File: config.mk
export PLATFORM = sky130hd
export DESIGN_NAME = rv_core
export DESIGN_NICKNAME = d
export VERILOG_FILES = /design/src/verilog/rv_core_pkg.sv /design/src/verilog/decoder.sv /design/src/verilog/regfile.sv /design/src/verilog/forward_unit.sv /design/src/verilog/alu.sv /design/src/verilog/stage_regs.sv /design/src/verilog/rv_core.sv
export VERILOG_INCLUDE_DIRS = /design/src /design/src/verilog
export SDC_FILE = /design/constraint.sdc
export NUM_CORES = 2
export LEC_CHECK = 0
export BUFFER_PORTS_ARGS = -buffer_cell sky130_fd_sc_hd__buf_2
export CAP_MARGIN = 10
export CORE_MARGIN = 3
export CORE_UTILIZATION = 45
export CTS_CLUSTER_SIZE = 8
export DETAILED_ROUTE_END_ITERATION = 10
export GPL_ROUTABILITY_DRIVEN = 0
export PLACE_DENSITY = 0.69
export SETUP_SLACK_MARGIN = 0.15
export SYNTH_ARGS = -nofsm -noshare
export SYNTH_HDL_FRONTEND = slang
export SYNTH_SLANG_ARGS = --single-unit
File: constraint.sdc
create_clock -name clk -period 6.1 [get_ports clk]
set_clock_uncertainty 0.05 [all_clocks]
set_input_delay 1.22 -clock clk [delete_from_list [all_inputs] [get_ports clk]]
set_output_delay 1.22 -clock clk [all_outputs]
set_load 0.005 [all_outputs]
File: src/verilog/rv_core_cfg.svh
////////////////////////////////////////////////////////////////////////////
// Core width settings
// Word width, register address width and register count
////////////////////////////////////////////////////////////////////////////

`ifndef RV_CORE_CFG_SVH
`define RV_CORE_CFG_SVH

// Data word width
`define RV_XLEN 32

// Register address width
`define RV_REG_BITS 5

// Architectural integer registers
`define RV_NUM_REGS 32

`endif

File: src/verilog/rv_core_pkg.sv
////////////////////////////////////////////////////////////////////////////
// Shared core types
// Instruction word union, opcode and ALU operation enums
////////////////////////////////////////////////////////////////////////////

`default_nettype none

`include "rv_core_cfg.svh"

package rv_core_pkg;

	// Major opcodes handled by the core
	typedef enum logic [6:0] {
		OPC_OP     = 7'b0110011,	// Register-register ALU group
		OPC_OP_IMM = 7'b0010011,	// Register-immediate ALU group
		OPC_LUI    = 7'b0110111	// Load upper immediate
	} opcode_e;

	// ALU operation select
	typedef enum logic [3:0] {
		ALU_ADD    = 4'd0,
		ALU_SUB    = 4'd1,
		ALU_SLL    = 4'd2,
		ALU_SLT    = 4'd3,	// Signed compare
		ALU_SLTU   = 4'd4,	// Unsigned compare
		ALU_XOR    = 4'd5,
		ALU_SRL    = 4'd6,
		ALU_SRA    = 4'd7,	// Arithmetic right shift
		ALU_OR     = 4'd8,
		ALU_AND    = 4'd9,
		ALU_PASS_B = 4'd10	// Operand B straight through for LUI
	} alu_op_e;

	// One instruction word seen as R, I or U format
	typedef union packed {
		struct packed {
			logic [6:0]              funct7;	// Bit 5 picks SUB and SRA
			logic [`RV_REG_BITS-1:0] rs2;
			logic [`RV_REG_BITS-1:0] rs1;
			logic [2:0]              funct3;
			logic [`RV_REG_BITS-1:0] rd;
			logic [6:0]              opcode;
		} r_fmt;
		struct packed {
			logic [11:0]             imm12;	// Sign extended in ID
			logic [`RV_REG_BITS-1:0] rs1;
			logic [2:0]              funct3;
			logic [`RV_REG_BITS-1:0] rd;
			logic [6:0]              opcode;
		} i_fmt;
		struct packed {
			logic [19:0]             imm20;	// Upper immediate bits
			logic [`RV_REG_BITS-1:0] rd;
			logic [6:0]              opcode;
		} u_fmt;
	} rv_inst_t;

endpackage

`default_nettype wire

File: src/verilog/decoder.sv
////////////////////////////////////////////////////////////////////////////
// ID stage decoder
// Register numbers, immediate, ALU operation and write enable
////////////////////////////////////////////////////////////////////////////

`timescale 1ns/1ps
`default_nettype none

`include "rv_core_cfg.svh"

module decoder import rv_core_pkg::*; (
	input  wire rv_inst_t              id_inst,	// Instruction in ID
	input  wire                        id_valid,	// ID slot holds a real instruction
	output logic [`RV_REG_BITS-1:0]    rs1,
	output logic [`RV_REG_BITS-1:0]    rs2,
	output logic [`RV_REG_BITS-1:0]    rd,
	output logic [`RV_XLEN-1:0]        imm,	// Extended immediate
	output logic                       sel_imm,	// Operand B from immediate
	output alu_op_e                    alu_op,
	output logic                       wr_en	// Valid, supported and rd not x0
);

	logic supported;	// Opcode in the kept set

	// Register fields sit at the same bits in every format
	assign rs1 = id_inst.r_fmt.rs1;
	assign rs2 = id_inst.r_fmt.rs2;
	assign rd  = id_inst.r_fmt.rd;

	always_comb begin
		supported = 1'b0;
		sel_imm   = 1'b0;
		imm       = '0;
		alu_op    = ALU_ADD;
		case (id_inst.r_fmt.opcode)
			OPC_OP: begin
				supported = 1'b1;
				// funct7 bit 5 only matters for ADD/SUB and SRL/SRA
				case (id_inst.r_fmt.funct3)
					3'b000: alu_op = id_inst.r_fmt.funct7[5] ? ALU_SUB : ALU_ADD;
					3'b001: alu_op = ALU_SLL;
					3'b010: alu_op = ALU_SLT;
					3'b011: alu_op = ALU_SLTU;
					3'b100: alu_op = ALU_XOR;
					3'b101: alu_op = id_inst.r_fmt.funct7[5] ? ALU_SRA : ALU_SRL;
					3'b110: alu_op = ALU_OR;
					default: alu_op = ALU_AND;
				endcase
			end
			OPC_OP_IMM: begin
				supported = 1'b1;
				sel_imm   = 1'b1;
				imm       = {{(`RV_XLEN-12){id_inst.i_fmt.imm12[11]}}, id_inst.i_fmt.imm12};
				// No SUBI; imm12 bit 10 is the SRAI marker
				case (id_inst.i_fmt.funct3)
					3'b000: alu_op = ALU_ADD;
					3'b001: alu_op = ALU_SLL;	// Shamt in low bits of imm
					3'b010: alu_op = ALU_SLT;
					3'b011: alu_op = ALU_SLTU;
					3'b100: alu_op = ALU_XOR;
					3'b101: alu_op = id_inst.i_fmt.imm12[10] ? ALU_SRA : ALU_SRL;
					3'b110: alu_op = ALU_OR;
					default: alu_op = ALU_AND;
				endcase
			end
			OPC_LUI: begin
				supported = 1'b1;
				sel_imm   = 1'b1;
				imm       = {id_inst.u_fmt.imm20, {(`RV_XLEN-20){1'b0}}};	// imm20 << 12
				alu_op    = ALU_PASS_B;
			end
			default: begin
				supported = 1'b0;	// Travels on as a bubble
			end
		endcase
	end

	// Single point where x0 is filtered out
	assign wr_en = id_valid && supported && (rd != '0);

endmodule

`default_nettype wire

File: src/verilog/regfile.sv
////////////////////////////////////////////////////////////////////////////
// Integer register file
// Two combinational read ports, one clocked write port
////////////////////////////////////////////////////////////////////////////

`timescale 1ns/1ps
`default_nettype none

`include "rv_core_cfg.svh"

module regfile (
	input  wire                     clk,
	input  wire                     arst_n,
	input  wire [`RV_REG_BITS-1:0]  rs1,	// Read address A
	input  wire [`RV_REG_BITS-1:0]  rs2,	// Read address B
	input  wire                     wr_en,	// Never set for x0
	input  wire [`RV_REG_BITS-1:0]  wr_addr,
	input  wire [`RV_XLEN-1:0]      wr_data,
	output logic [`RV_XLEN-1:0]     rd_data1,
	output logic [`RV_XLEN-1:0]     rd_data2
);

	logic [`RV_XLEN-1:0] regs [`RV_NUM_REGS];

	// x0 stays at its reset value of zero
	always_ff @(posedge clk or negedge arst_n) begin
		if (!arst_n) begin
			for (int i = 0; i < `RV_NUM_REGS; i++) begin
				regs[i] <= '0;
			end
		end else if (wr_en) begin
			regs[wr_addr] <= wr_data;
		end
	end

	// Same cycle write is seen through WB forwarding
	assign rd_data1 = regs[rs1];
	assign rd_data2 = regs[rs2];

endmodule

`default_nettype wire

File: src/verilog/forward_unit.sv
////////////////////////////////////////////////////////////////////////////
// Operand forwarding for the ID stage
// Youngest in-flight result wins over the register file
////////////////////////////////////////////////////////////////////////////

`timescale 1ns/1ps
`default_nettype none

`include "rv_core_cfg.svh"

module forward_unit (
	input  wire [`RV_REG_BITS-1:0] rs1,
	input  wire [`RV_REG_BITS-1:0] rs2,
	input  wire [`RV_XLEN-1:0]     rf_data1,	// Register file port A
	input  wire [`RV_XLEN-1:0]     rf_data2,	// Register file port B
	input  wire [`RV_XLEN-1:0]     imm,
	input  wire                    sel_imm,
	input  wire [`RV_REG_BITS-1:0] exe_rd,
	input  wire                    exe_wr_en,
	input  wire [`RV_XLEN-1:0]     exe_result,	// ALU output this cycle
	input  wire [`RV_REG_BITS-1:0] mem_rd,
	input  wire                    mem_wr_en,
	input  wire [`RV_XLEN-1:0]     mem_result,
	input  wire [`RV_REG_BITS-1:0] wb_rd,
	input  wire                    wb_wr_en,
	input  wire [`RV_XLEN-1:0]     wb_result,	// Not yet in the register file
	output logic [`RV_XLEN-1:0]    op_a,
	output logic [`RV_XLEN-1:0]    op_b
);

	// Hit flags per source and stage
	logic a_exe_hit, a_mem_hit, a_wb_hit;
	logic b_exe_hit, b_mem_hit, b_wb_hit;

	// wr_en is already low for x0 and bubbles
	assign a_exe_hit = exe_wr_en && (exe_rd == rs1);
	assign a_mem_hit = mem_wr_en && (mem_rd == rs1);
	assign a_wb_hit  = wb_wr_en && (wb_rd == rs1);

	assign b_exe_hit = exe_wr_en && (exe_rd == rs2);
	assign b_mem_hit = mem_wr_en && (mem_rd == rs2);
	assign b_wb_hit  = wb_wr_en && (wb_rd == rs2);

	// Operand A priority EXE then MEM then WB
	always_comb begin
		if (a_exe_hit) begin
			op_a = exe_result;
		end else if (a_mem_hit) begin
			op_a = mem_result;
		end else if (a_wb_hit) begin
			op_a = wb_result;
		end else begin
			op_a = rf_data1;
		end
	end

	// Operand B with the immediate taking over for OP-IMM and LUI
	always_comb begin
		if (sel_imm) begin
			op_b = imm;
		end else if (b_exe_hit) begin
			op_b = exe_result;
		end else if (b_mem_hit) begin
			op_b = mem_result;
		end else if (b_wb_hit) begin
			op_b = wb_result;
		end else begin
			op_b = rf_data2;
		end
	end

endmodule

`default_nettype wire

File: src/verilog/alu.sv
////////////////////////////////////////////////////////////////////////////
// Integer ALU
// Add, subtract, logic, compares and shifts
////////////////////////////////////////////////////////////////////////////

`timescale 1ns/1ps
`default_nettype none

`include "rv_core_cfg.svh"

module alu import rv_core_pkg::*; (
	input  wire [`RV_XLEN-1:0] op_a,
	input  wire [`RV_XLEN-1:0] op_b,	// Register or immediate
	input  wire alu_op_e       alu_op,
	output logic [`RV_XLEN-1:0] result
);

	logic [4:0] shamt;	// RV32 shift amount
	logic       lt_signed;
	logic       lt_unsigned;

	assign shamt       = op_b[4:0];
	assign lt_signed   = $signed(op_a) < $signed(op_b);
	assign lt_unsigned = op_a < op_b;

	always_comb begin
		case (alu_op)
			ALU_ADD:    result = op_a + op_b;
			ALU_SUB:    result = op_a - op_b;
			ALU_SLL:    result = op_a << shamt;
			ALU_SLT:    result = {{(`RV_XLEN-1){1'b0}}, lt_signed};
			ALU_SLTU:   result = {{(`RV_XLEN-1){1'b0}}, lt_unsigned};
			ALU_XOR:    result = op_a ^ op_b;
			ALU_SRL:    result = op_a >> shamt;
			ALU_SRA:    result = $signed(op_a) >>> shamt;	// Sign fill
			ALU_OR:     result = op_a | op_b;
			ALU_AND:    result = op_a & op_b;
			ALU_PASS_B: result = op_b;	// LUI
			default:    result = '0;
		endcase
	end

endmodule

`default_nettype wire

File: src/verilog/stage_regs.sv
////////////////////////////////////////////////////////////////////////////
// Pipeline registers
// Input, ID/EXE, EXE/MEM and MEM/WB
////////////////////////////////////////////////////////////////////////////

`timescale 1ns/1ps
`default_nettype none

`include "rv_core_cfg.svh"

module stage_regs import rv_core_pkg::*; (
	input  wire                     clk,
	input  wire                     arst_n,
	input  wire                     inst_valid,	// One strobe per instruction
	input  wire rv_inst_t           inst,
	input  wire [`RV_REG_BITS-1:0]  id_rd,
	input  wire                     id_wr_en,
	input  wire alu_op_e            id_alu_op,
	input  wire [`RV_XLEN-1:0]      id_op_a,	// Forwarded operands
	input  wire [`RV_XLEN-1:0]      id_op_b,
	input  wire [`RV_XLEN-1:0]      exe_result,
	output rv_inst_t                id_inst,
	output logic                    id_valid,
	output alu_op_e                 exe_alu_op,
	output logic [`RV_XLEN-1:0]     exe_op_a,
	output logic [`RV_XLEN-1:0]     exe_op_b,
	output logic [`RV_REG_BITS-1:0] exe_rd,
	output logic                    exe_wr_en,
	output logic [`RV_REG_BITS-1:0] mem_rd,
	output logic                    mem_wr_en,
	output logic [`RV_XLEN-1:0]     mem_result,
	output logic [`RV_REG_BITS-1:0] wb_rd,
	output logic                    wb_wr_en,	// Also the core writeback strobe
	output logic [`RV_XLEN-1:0]     wb_result
);

	////////////////////////////////////////////////////////////////////////////
	// Input register in front of ID
	////////////////////////////////////////////////////////////////////////////

	// Idle cycle leaves id_valid low and becomes a bubble
	always_ff @(posedge clk or negedge arst_n) begin
		if (!arst_n) begin
			id_valid <= 1'b0;
			id_inst  <= '0;
		end else begin
			id_valid <= inst_valid;
			id_inst  <= inst;
		end
	end

	////////////////////////////////////////////////////////////////////////////
	// ID/EXE
	////////////////////////////////////////////////////////////////////////////

	always_ff @(posedge clk or negedge arst_n) begin
		if (!arst_n) begin
			exe_alu_op <= ALU_ADD;
			exe_op_a   <= '0;
			exe_op_b   <= '0;
			exe_rd     <= '0;
			exe_wr_en  <= 1'b0;
		end else begin
			exe_alu_op <= id_alu_op;
			exe_op_a   <= id_op_a;
			exe_op_b   <= id_op_b;
			exe_rd     <= id_rd;
			exe_wr_en  <= id_wr_en;	// Low for bubbles and x0
		end
	end

	////////////////////////////////////////////////////////////////////////////
	// EXE/MEM and MEM/WB
	////////////////////////////////////////////////////////////////////////////

	// MEM does no work here; register kept for forwarding distance
	always_ff @(posedge clk or negedge arst_n) begin
		if (!arst_n) begin
			mem_rd     <= '0;
			mem_wr_en  <= 1'b0;
			mem_result <= '0;
		end else begin
			mem_rd     <= exe_rd;
			mem_wr_en  <= exe_wr_en;
			mem_result <= exe_result;
		end
	end

	always_ff @(posedge clk or negedge arst_n) begin
		if (!arst_n) begin
			wb_rd     <= '0;
			wb_wr_en  <= 1'b0;
			wb_result <= '0;
		end else begin
			wb_rd     <= mem_rd;
			wb_wr_en  <= mem_wr_en;
			wb_result <= mem_result;	// Register file write next edge
		end
	end

endmodule

`default_nettype wire

File: src/verilog/rv_core.sv
////////////////////////////////////////////////////////////////////////////
// RV32I integer pipeline top
// Input register, ID, EXE, MEM and WB stages
////////////////////////////////////////////////////////////////////////////

`timescale 1ns/1ps
`default_nettype none

`include "rv_core_cfg.svh"

module rv_core import rv_core_pkg::*; (
	input  wire                     clk,
	input  wire                     arst_n,
	input  wire                     inst_valid,	// Instruction strobe
	input  wire [`RV_XLEN-1:0]      inst,
	output logic                    wb_valid,	// One pulse per register write
	output logic [`RV_REG_BITS-1:0] wb_rd,
	output logic [`RV_XLEN-1:0]     wb_data
);

	////////////////////////////////////////////////////////////////////////////
	// Stage signals
	////////////////////////////////////////////////////////////////////////////

	// ID
	rv_inst_t               id_inst;
	logic                   id_valid;
	logic [`RV_REG_BITS-1:0] id_rs1, id_rs2, id_rd;
	logic [`RV_XLEN-1:0]    id_imm;
	logic                   id_sel_imm;
	alu_op_e                id_alu_op;
	logic                   id_wr_en;
	logic [`RV_XLEN-1:0]    rf_data1, rf_data2;	// Register file reads
	logic [`RV_XLEN-1:0]    id_op_a, id_op_b;	// After forwarding

	// EXE
	alu_op_e                exe_alu_op;
	logic [`RV_XLEN-1:0]    exe_op_a, exe_op_b, exe_result;
	logic [`RV_REG_BITS-1:0] exe_rd;
	logic                   exe_wr_en;

	// MEM
	logic [`RV_REG_BITS-1:0] mem_rd;
	logic                   mem_wr_en;
	logic [`RV_XLEN-1:0]    mem_result;

	////////////////////////////////////////////////////////////////////////////
	// Instances
	////////////////////////////////////////////////////////////////////////////

	stage_regs stage_regs_inst (
		.clk(clk),               .arst_n(arst_n),
		.inst_valid(inst_valid), .inst(inst),
		.id_rd(id_rd),           .id_wr_en(id_wr_en),
		.id_alu_op(id_alu_op),   .id_op_a(id_op_a),
		.id_op_b(id_op_b),       .exe_result(exe_result),
		.id_inst(id_inst),       .id_valid(id_valid),
		.exe_alu_op(exe_alu_op), .exe_op_a(exe_op_a),
		.exe_op_b(exe_op_b),     .exe_rd(exe_rd),
		.exe_wr_en(exe_wr_en),   .mem_rd(mem_rd),
		.mem_wr_en(mem_wr_en),   .mem_result(mem_result),
		.wb_rd(wb_rd),           .wb_wr_en(wb_valid),	// MEM/WB drives outputs
		.wb_result(wb_data)
	);

	decoder decoder_inst (
		.id_inst(id_inst), .id_valid(id_valid),
		.rs1(id_rs1),      .rs2(id_rs2),         .rd(id_rd),
		.imm(id_imm),      .sel_imm(id_sel_imm),
		.alu_op(id_alu_op), .wr_en(id_wr_en)
	);

	regfile regfile_inst (
		.clk(clk),          .arst_n(arst_n),
		.rs1(id_rs1),       .rs2(id_rs2),
		.wr_en(wb_valid),   .wr_addr(wb_rd),  .wr_data(wb_data),
		.rd_data1(rf_data1), .rd_data2(rf_data2)
	);

	forward_unit forward_unit_inst (
		.rs1(id_rs1),           .rs2(id_rs2),
		.rf_data1(rf_data1),    .rf_data2(rf_data2),
		.imm(id_imm),           .sel_imm(id_sel_imm),
		.exe_rd(exe_rd),        .exe_wr_en(exe_wr_en), .exe_result(exe_result),
		.mem_rd(mem_rd),        .mem_wr_en(mem_wr_en), .mem_result(mem_result),
		.wb_rd(wb_rd),          .wb_wr_en(wb_valid),   .wb_result(wb_data),
		.op_a(id_op_a),         .op_b(id_op_b)
	);

	alu alu_inst (
		.op_a(exe_op_a), .op_b(exe_op_b),
		.alu_op(exe_alu_op),
		.result(exe_result)	// Also forwarded straight to ID
	);

endmodule

`default_nettype wire

After elaboration in Yosys (flattened, before gate mapping)
Index checks and enable logic that the tools add are counted.

Register bits: 1207. Bits of input ports: 35. Output and inout bits: 38. Logic and storage cells: 126.

$add $sub $neg: 2. Order comparisons: 6. Eq/ne operators: 25. Shift operators: 3. Mux-type cells: 25. Bitwise gates (word level): 6. Reductions and logical operators: 14.

Operators by type and width (count): $bwmux W1024 (1); $mux W32 (12); $pmux W32 S11 (1); $bmux W32 S5 (2); $demux W32 S5 (1); $lt A32 B32 Y1 (2); $pmux W32 S2 (1); $pmux W4 S7 (2); $add A32 B32 Y32 (1); $and A32 B32 Y32 (1); $or A32 B32 Y32 (1); $shl A32 B5 Y32 (1); $shr A32 B5 Y32 (1); $sshr A32 B5 Y32 (1); $sub A32 B32 Y32 (1); $xor A32 B32 Y32 (1); $eq A5 B5 Y1 (6); $ge A6 B6 Y1 const B (3); $not A5 Y6 (3); $eq A4 B3 Y1 const B (4); $eq A7 B6 Y1 const B (2); $eq A4 B4 Y1 const B (3); $pmux W4 S3 (1); $eq A3 B3 Y1 const B (3); other kinds (13) (26).

Logic depth before layout (Yosys ltp)
Depth in word-level cells: 8. Gate-level depth with buffers: 16. Mapped depth without buffers: 13.

Modules after synthesis
From an unflattened synthesis, not the netlist that was laid out.

Cells, all modules: 6636. Area total of the unflattened synthesis: 73225.2 µm².

Modules (own cells, without submodules): regfile (instances 1, cells each 4605, area each 56245.2 µm², sequential area each 25624.6 µm²); alu (instances 1, cells each 1277, area each 8874.8 µm², sequential area each 0.0 µm²); stage_regs (instances 1, cells each 183, area each 4579.4 µm², sequential area each 4579.4 µm²); forward_unit (instances 1, cells each 471, area each 2947.8 µm², sequential area each 0.0 µm²); decoder (instances 1, cells each 100, area each 578.1 µm², sequential area each 0.0 µm²).

Worst setup path after synthesis
OpenSTA, ideal clock, no wires.

Path kind: register to register. From: reg stage_regs_inst.exe_op_b[3]. To: reg stage_regs_inst.exe_op_b[27]. Setup time: 0.145 ns. Arrival: 3.838 ns. Data required time: 5.905 ns. Path slack: 2.067 ns. Stages on the path, launching flop included: 15. Path buffers: 3. Clock period less this slack: 4.033 ns. Cell sequence: dfrtp_1 inv_1 clkbuf_1 buf_1 clkbuf_1 ha_1 nor2_1 o311ai_0 a41oi_1 a21oi_1 or3b_2 a211o_1 a21o_1 a31oi_1 o221ai_1.

Cells in the longest elaborated chain, start to end: 4. Elaborated cells on any way between the ends: 8. Classes of those cells: add/sub (2); shift (3); mux (3).

Ends and longest elaborated chain: start, declared (RTL line stage_regs.sv:26) `` output logic [`RV_XLEN-1:0] exe_op_b, ``; start signal, assigned (RTL line stage_regs.sv:66) `exe_op_b <= id_op_b;`; $sub A32 B32 Y32, or another cell as far along (RTL line alu.sv:29) `ALU_SUB: result = op_a - op_b;`; $pmux W32 S11 (*) (RTL line alu.sv:27) `case (alu_op)`; $mux W32 (*) (RTL line forward_unit.sv:61) `end else if (b_exe_hit) begin`; $mux W32 (*) (RTL line forward_unit.sv:59) `if (sel_imm) begin`; named net forward_unit_inst.op_b[27] (RTL line forward_unit.sv:28) `` output logic [`RV_XLEN-1:0] op_b ``.

The timed path passes the listed nets; every way through them passes the cells marked *. A chain may end at the register's enable or synchronous reset.

Worst setup path after layout
From: reg stage_regs_inst.exe_op_b[0]. To: reg stage_regs_inst.exe_op_b[22].

Cells in the longest elaborated chain, start to end: 4. Elaborated cells on any way between the ends: 8. Classes of those cells: add/sub (2); shift (3); mux (3).

Ends and longest elaborated chain: $sub A32 B32 Y32, or another cell as far along (RTL line alu.sv:29); $pmux W32 S11 (*) (RTL line alu.sv:27); named net alu_inst.result[22] (RTL line alu.sv:15) `` output logic [`RV_XLEN-1:0] result ``; $mux W32 (*) (RTL line forward_unit.sv:61); $mux W32 (*) (RTL line forward_unit.sv:59); named net forward_unit_inst.op_b[22] (RTL line forward_unit.sv:28).

Marks and branches as above.

==> results by group <==
Worst setup path
  • Critical path data required time: between 6000 and 7000 ps
  • Critical path launch point type: flop
  • Largest fanout of any net on the critical path: 56
  • Data arrival time of the critical path: 5380 ps
  • CP endpoint kind: flop
  • Kind of critical path: reg2reg
  • Worst Reg2Reg Path Length in Cells: 9
  • Reg2Reg Setup Slack: about 1400 ps

Floorplan
  • Die Ht: between 400 and 500 microns
  • Std-Cell Core Area: ~160,000 sq um
  • Effective utilization at floorplan: 0.4538
  • Floorplan row count: approximately 150
  • Die Area: approximately 160,000 sq um
  • Number of top-level pins: 73
  • Die X-Extent: approximately 400 microns

Global routing
  • Global router's overall resource usage: 0.2869
  • Layer with the highest usage: met2
  • Global routing met1 resource utilization: 0.3895
  • Vias in the first global route: around 50,000
  • Total congestion overflow: 0
  • Routing usage on met3: 0.08343
  • Antenna violations before repair: 4
  • Global-route wire length before repair: between 300,000 and 400,000 microns
  • Pin count of the biggest net entering global routing: approximately 160
  • GRT met2 Usage: 0.4243

Placement
  • Post-placement cell count: around 7,000
  • Number of input and output port buffers inserted: 72
  • Worst slack at placement: 1522 ps
  • Area of placed instances: about 74,000 sq um
  • Detailed placer's ending HPWL: 140,800 microns

Yosys
  • Async set-or-reset flop fraction in the synthesized netlist: 1.000
  • Top cell type's share of synthesized area: 0.4256
  • Post-synth design cell area: slightly above 70,000 sq um
  • Synthesized netlist net count: around 5,400
  • Yosys top cell by area: dfrtp_1
  • Area share of fa/ha/maj cells after synthesis: 0.01766
  • Cell types with the largest area share after synthesis: dfrtp_1 43%, mux4_2 22%, mux2_2 17%
  • Average footprint of a synthesized cell: 13.48 sq um
  • XOR/XNOR share of the synthesized area: 0.005924
  • Synthesized flop and latch total: ~1,200
  • Sequential share of the synthesized area: 0.4256
  • Multiplexer share of the synthesized area: 0.4015
  • Share of the synthesized area in compound gates (AO/OA/AOI/OAI): 0.07054
  • Primary flip-flop cell chosen by synthesis mapping: dfrtp_1
  • EDFF count, synth: 0
  • Cell variety after synth: 86
  • Post-Syn Instances: around 5,300
  • Combinational family with the most area after synthesis: multiplexers
  • Basic-gate share of the synthesized area counting and, or, nand and nor cells: 0.04397
  • Yosys warnings: 0

Power
  • Worst ir drop on vdd: between 0.2 and 0.3 mV
  • Sum of internal, switching and leakage power: 17.54 mW
  • Leakage power figure: approximately 35 nW
  • Cell Pwr Density: approximately 220 nW/um^2

Clocking
  • CTS Buf Count: 170
  • Clock tree from TritonCTS: yes
  • Longest Clk Path Bufs: 3
  • Post-CTS Hold Fix Bufs: 0
  • CTS Root Buffer Type: clkbuf_16
  • Post-CTS Setup Repair Bufs: 0
  • Clock slew at reported path FFs: approximately 50 ps
  • CTS H-tree depth: 4
  • Post-cts repair resize count: 0
  • CTS sink count: between 1,000 and 1,500
  • Clock latency at the later pin of the worst-skew pair: between 800 and 900 ps

STA
  • Max Slew Vio Count: 2
  • Final worst slack: around 1400 ps
  • Setup violation total in the final timing report: 0
  • F_max: approximately 210 MHz
  • Post-Route Setup TNS: 0 ps
  • Hold WS: about 350 ps
  • Post-layout minimum cycle time: around 4700 ps
  • Final period utilization: 0.7786
  • Setup repair after global routing missed its margin: no
  • Total count of hold-check failures in the final report: 0
  • Rel. slew slack: -0.06701
  • Pin slew with the least headroom to its limit: 1580 ps

Final layout
  • Area overhead of the layout relative to synthesis: 10.20%
  • Cell area after layout: between 70,000 and 80,000 sq um
  • Post-layout instance count excluding filler cells: slightly above 7,000
  • Proportion of layout cells with a drive suffix above 1: 0.4313
  • Final cell utilization of the core: 0.5001
  • Final #Nets: 5,269
  • Fill count: approximately 13,000

Drt
  • Detail-routed net length per standard cell: 32.49 microns
  • Pre-antenna DRT Iters: 10
  • Number of nets still failing antenna checks after routing: 0
  • Number of violations reported at the end of detailed-routing iteration 0: roughly 6,800
  • Total Routed Length: about 230,000 microns
  • Via count: 50,232
  • Ratio of routed vias to standard cells: around 7.0
  • DRC viols: 0

Hold path
  • Worst hold path class: in2async

Status
  • Run status: complete, but fails checks
  • Violated checks: max-capacitance violations, max-slew violations

Flow run
  • Max Cap Viol: 1
==> path summary, 6_finish.rpt <==
kind                                                          start                                      end
max in group asynchronous                                    arst_n    stage_regs_inst.id_inst[21]$_DFF_PN0_
max                           stage_regs_inst.exe_op_b[0]$_DFF_PN0_   stage_regs_inst.exe_op_b[22]$_DFF_PN0_
min reg2reg                stage_regs_inst.mem_result[24]$_DFF_PN0_  stage_regs_inst.wb_result[24]$_DFF_PN0_
min in group clk           stage_regs_inst.mem_result[24]$_DFF_PN0_  stage_regs_inst.wb_result[24]$_DFF_PN0_
min                                                          arst_n       regfile_inst.regs[149]$_DFFE_PN0P_
max reg2reg                   stage_regs_inst.exe_op_b[0]$_DFF_PN0_   stage_regs_inst.exe_op_b[22]$_DFF_PN0_
==> where the power goes <==
part           leakage, nW  internal (mW)  switching, mW
clock network         2.27           5.06           3.55
registers             16.7           8.05          0.109
logic                 16.1          0.266          0.509
==> cell usage after synthesis (all sizes together) (25+ instances only) <==
cell type	number
a211oi	85
a21oi	178
a221oi	31
buf	166
clkbuf	353
dfrtp	1207
ha	97
inv	117
mux2	1053
mux2i	130
mux4	681
nand2	200
nand3	51
nor2	228
nor2b	25
nor3	33
o211ai	28
o21ai	151
xor2	28
==> cells by family after synthesis <==
group	count (synthesis)
buf+inv	637
simple gates	671
fa+ha+maj	99
compound gates	739
xor+xnor	48
mux	1864
flops	1207
==> sequential cells by signal, summed over array words and instances, names as in the netlist <==
register / cells
stage_regs_inst.mem_result: 32
stage_regs_inst.exe_alu_op: 4
stage_regs_inst.exe_op_b: 32
stage_regs_inst.mem_rd: 5
stage_regs_inst.exe_op_a: 32
stage_regs_inst.id_inst: 32
stage_regs_inst.mem_wr_en: 1
stage_regs_inst.id_valid: 1
stage_regs_inst.wb_wr_en: 1
stage_regs_inst.exe_rd: 5
stage_regs_inst.wb_rd: 5
stage_regs_inst.wb_result: 32
regfile_inst.regs: 1024
stage_regs_inst.exe_wr_en: 1
==> metal layers <==
layer  share of wire  vias to the layer above
li1                -                    20025
met1            0.39                    26390
met2            0.44                     3078
met3            0.11                      735
met4           0.058                        4
met5         0.00010                        -
==> cells in the final DEF (no fill, tap or decap), drive strengths merged, types with 20 or more instances in the layout <==
master and instances:
o22ai 23, ha 97, mux2i 130, mux4 681, inv 123, dfrtp 1207, nand2 200, xnor2 20
nor2b 25, nor3 33, mux2 1053, nor2 228, a221oi 31, a21oi 178, o21ai 151, clkbuf 183
buf 216, a211oi 85, o211ai 28, o221ai 22, nand3 51, xor2 28
==> cell type report <==
cell class / count / area [sq um] / share of cell area
clock inverters: 16 / 320.3 / 0.004096
multi-input cells: 3421 / 38590 / 0.4935
repair buffers: 217 / 1672 / 0.02137
flip-flops and latches: 1207 / 30250 / 0.3868
clock buffers: 182 / 4350 / 0.05563
diodes: 2 / 5.005 / 0.00006399
inverters: 118 / 442.9 / 0.005663
well taps: 2058 / 2575 / 0.03292
==> worst max-delay path, cell delays in order, from the launching register on <==
cell and delay, ps:
dfrtp_4 850, buf_4 770, mux4_2 630, nor2_1 110
a31oi_1 160, a22oi_1 300, nor2_1 60, a2111oi_0 860
o21ai_1 370, a221o_1 420
Power figures use the tool's default switching activity.
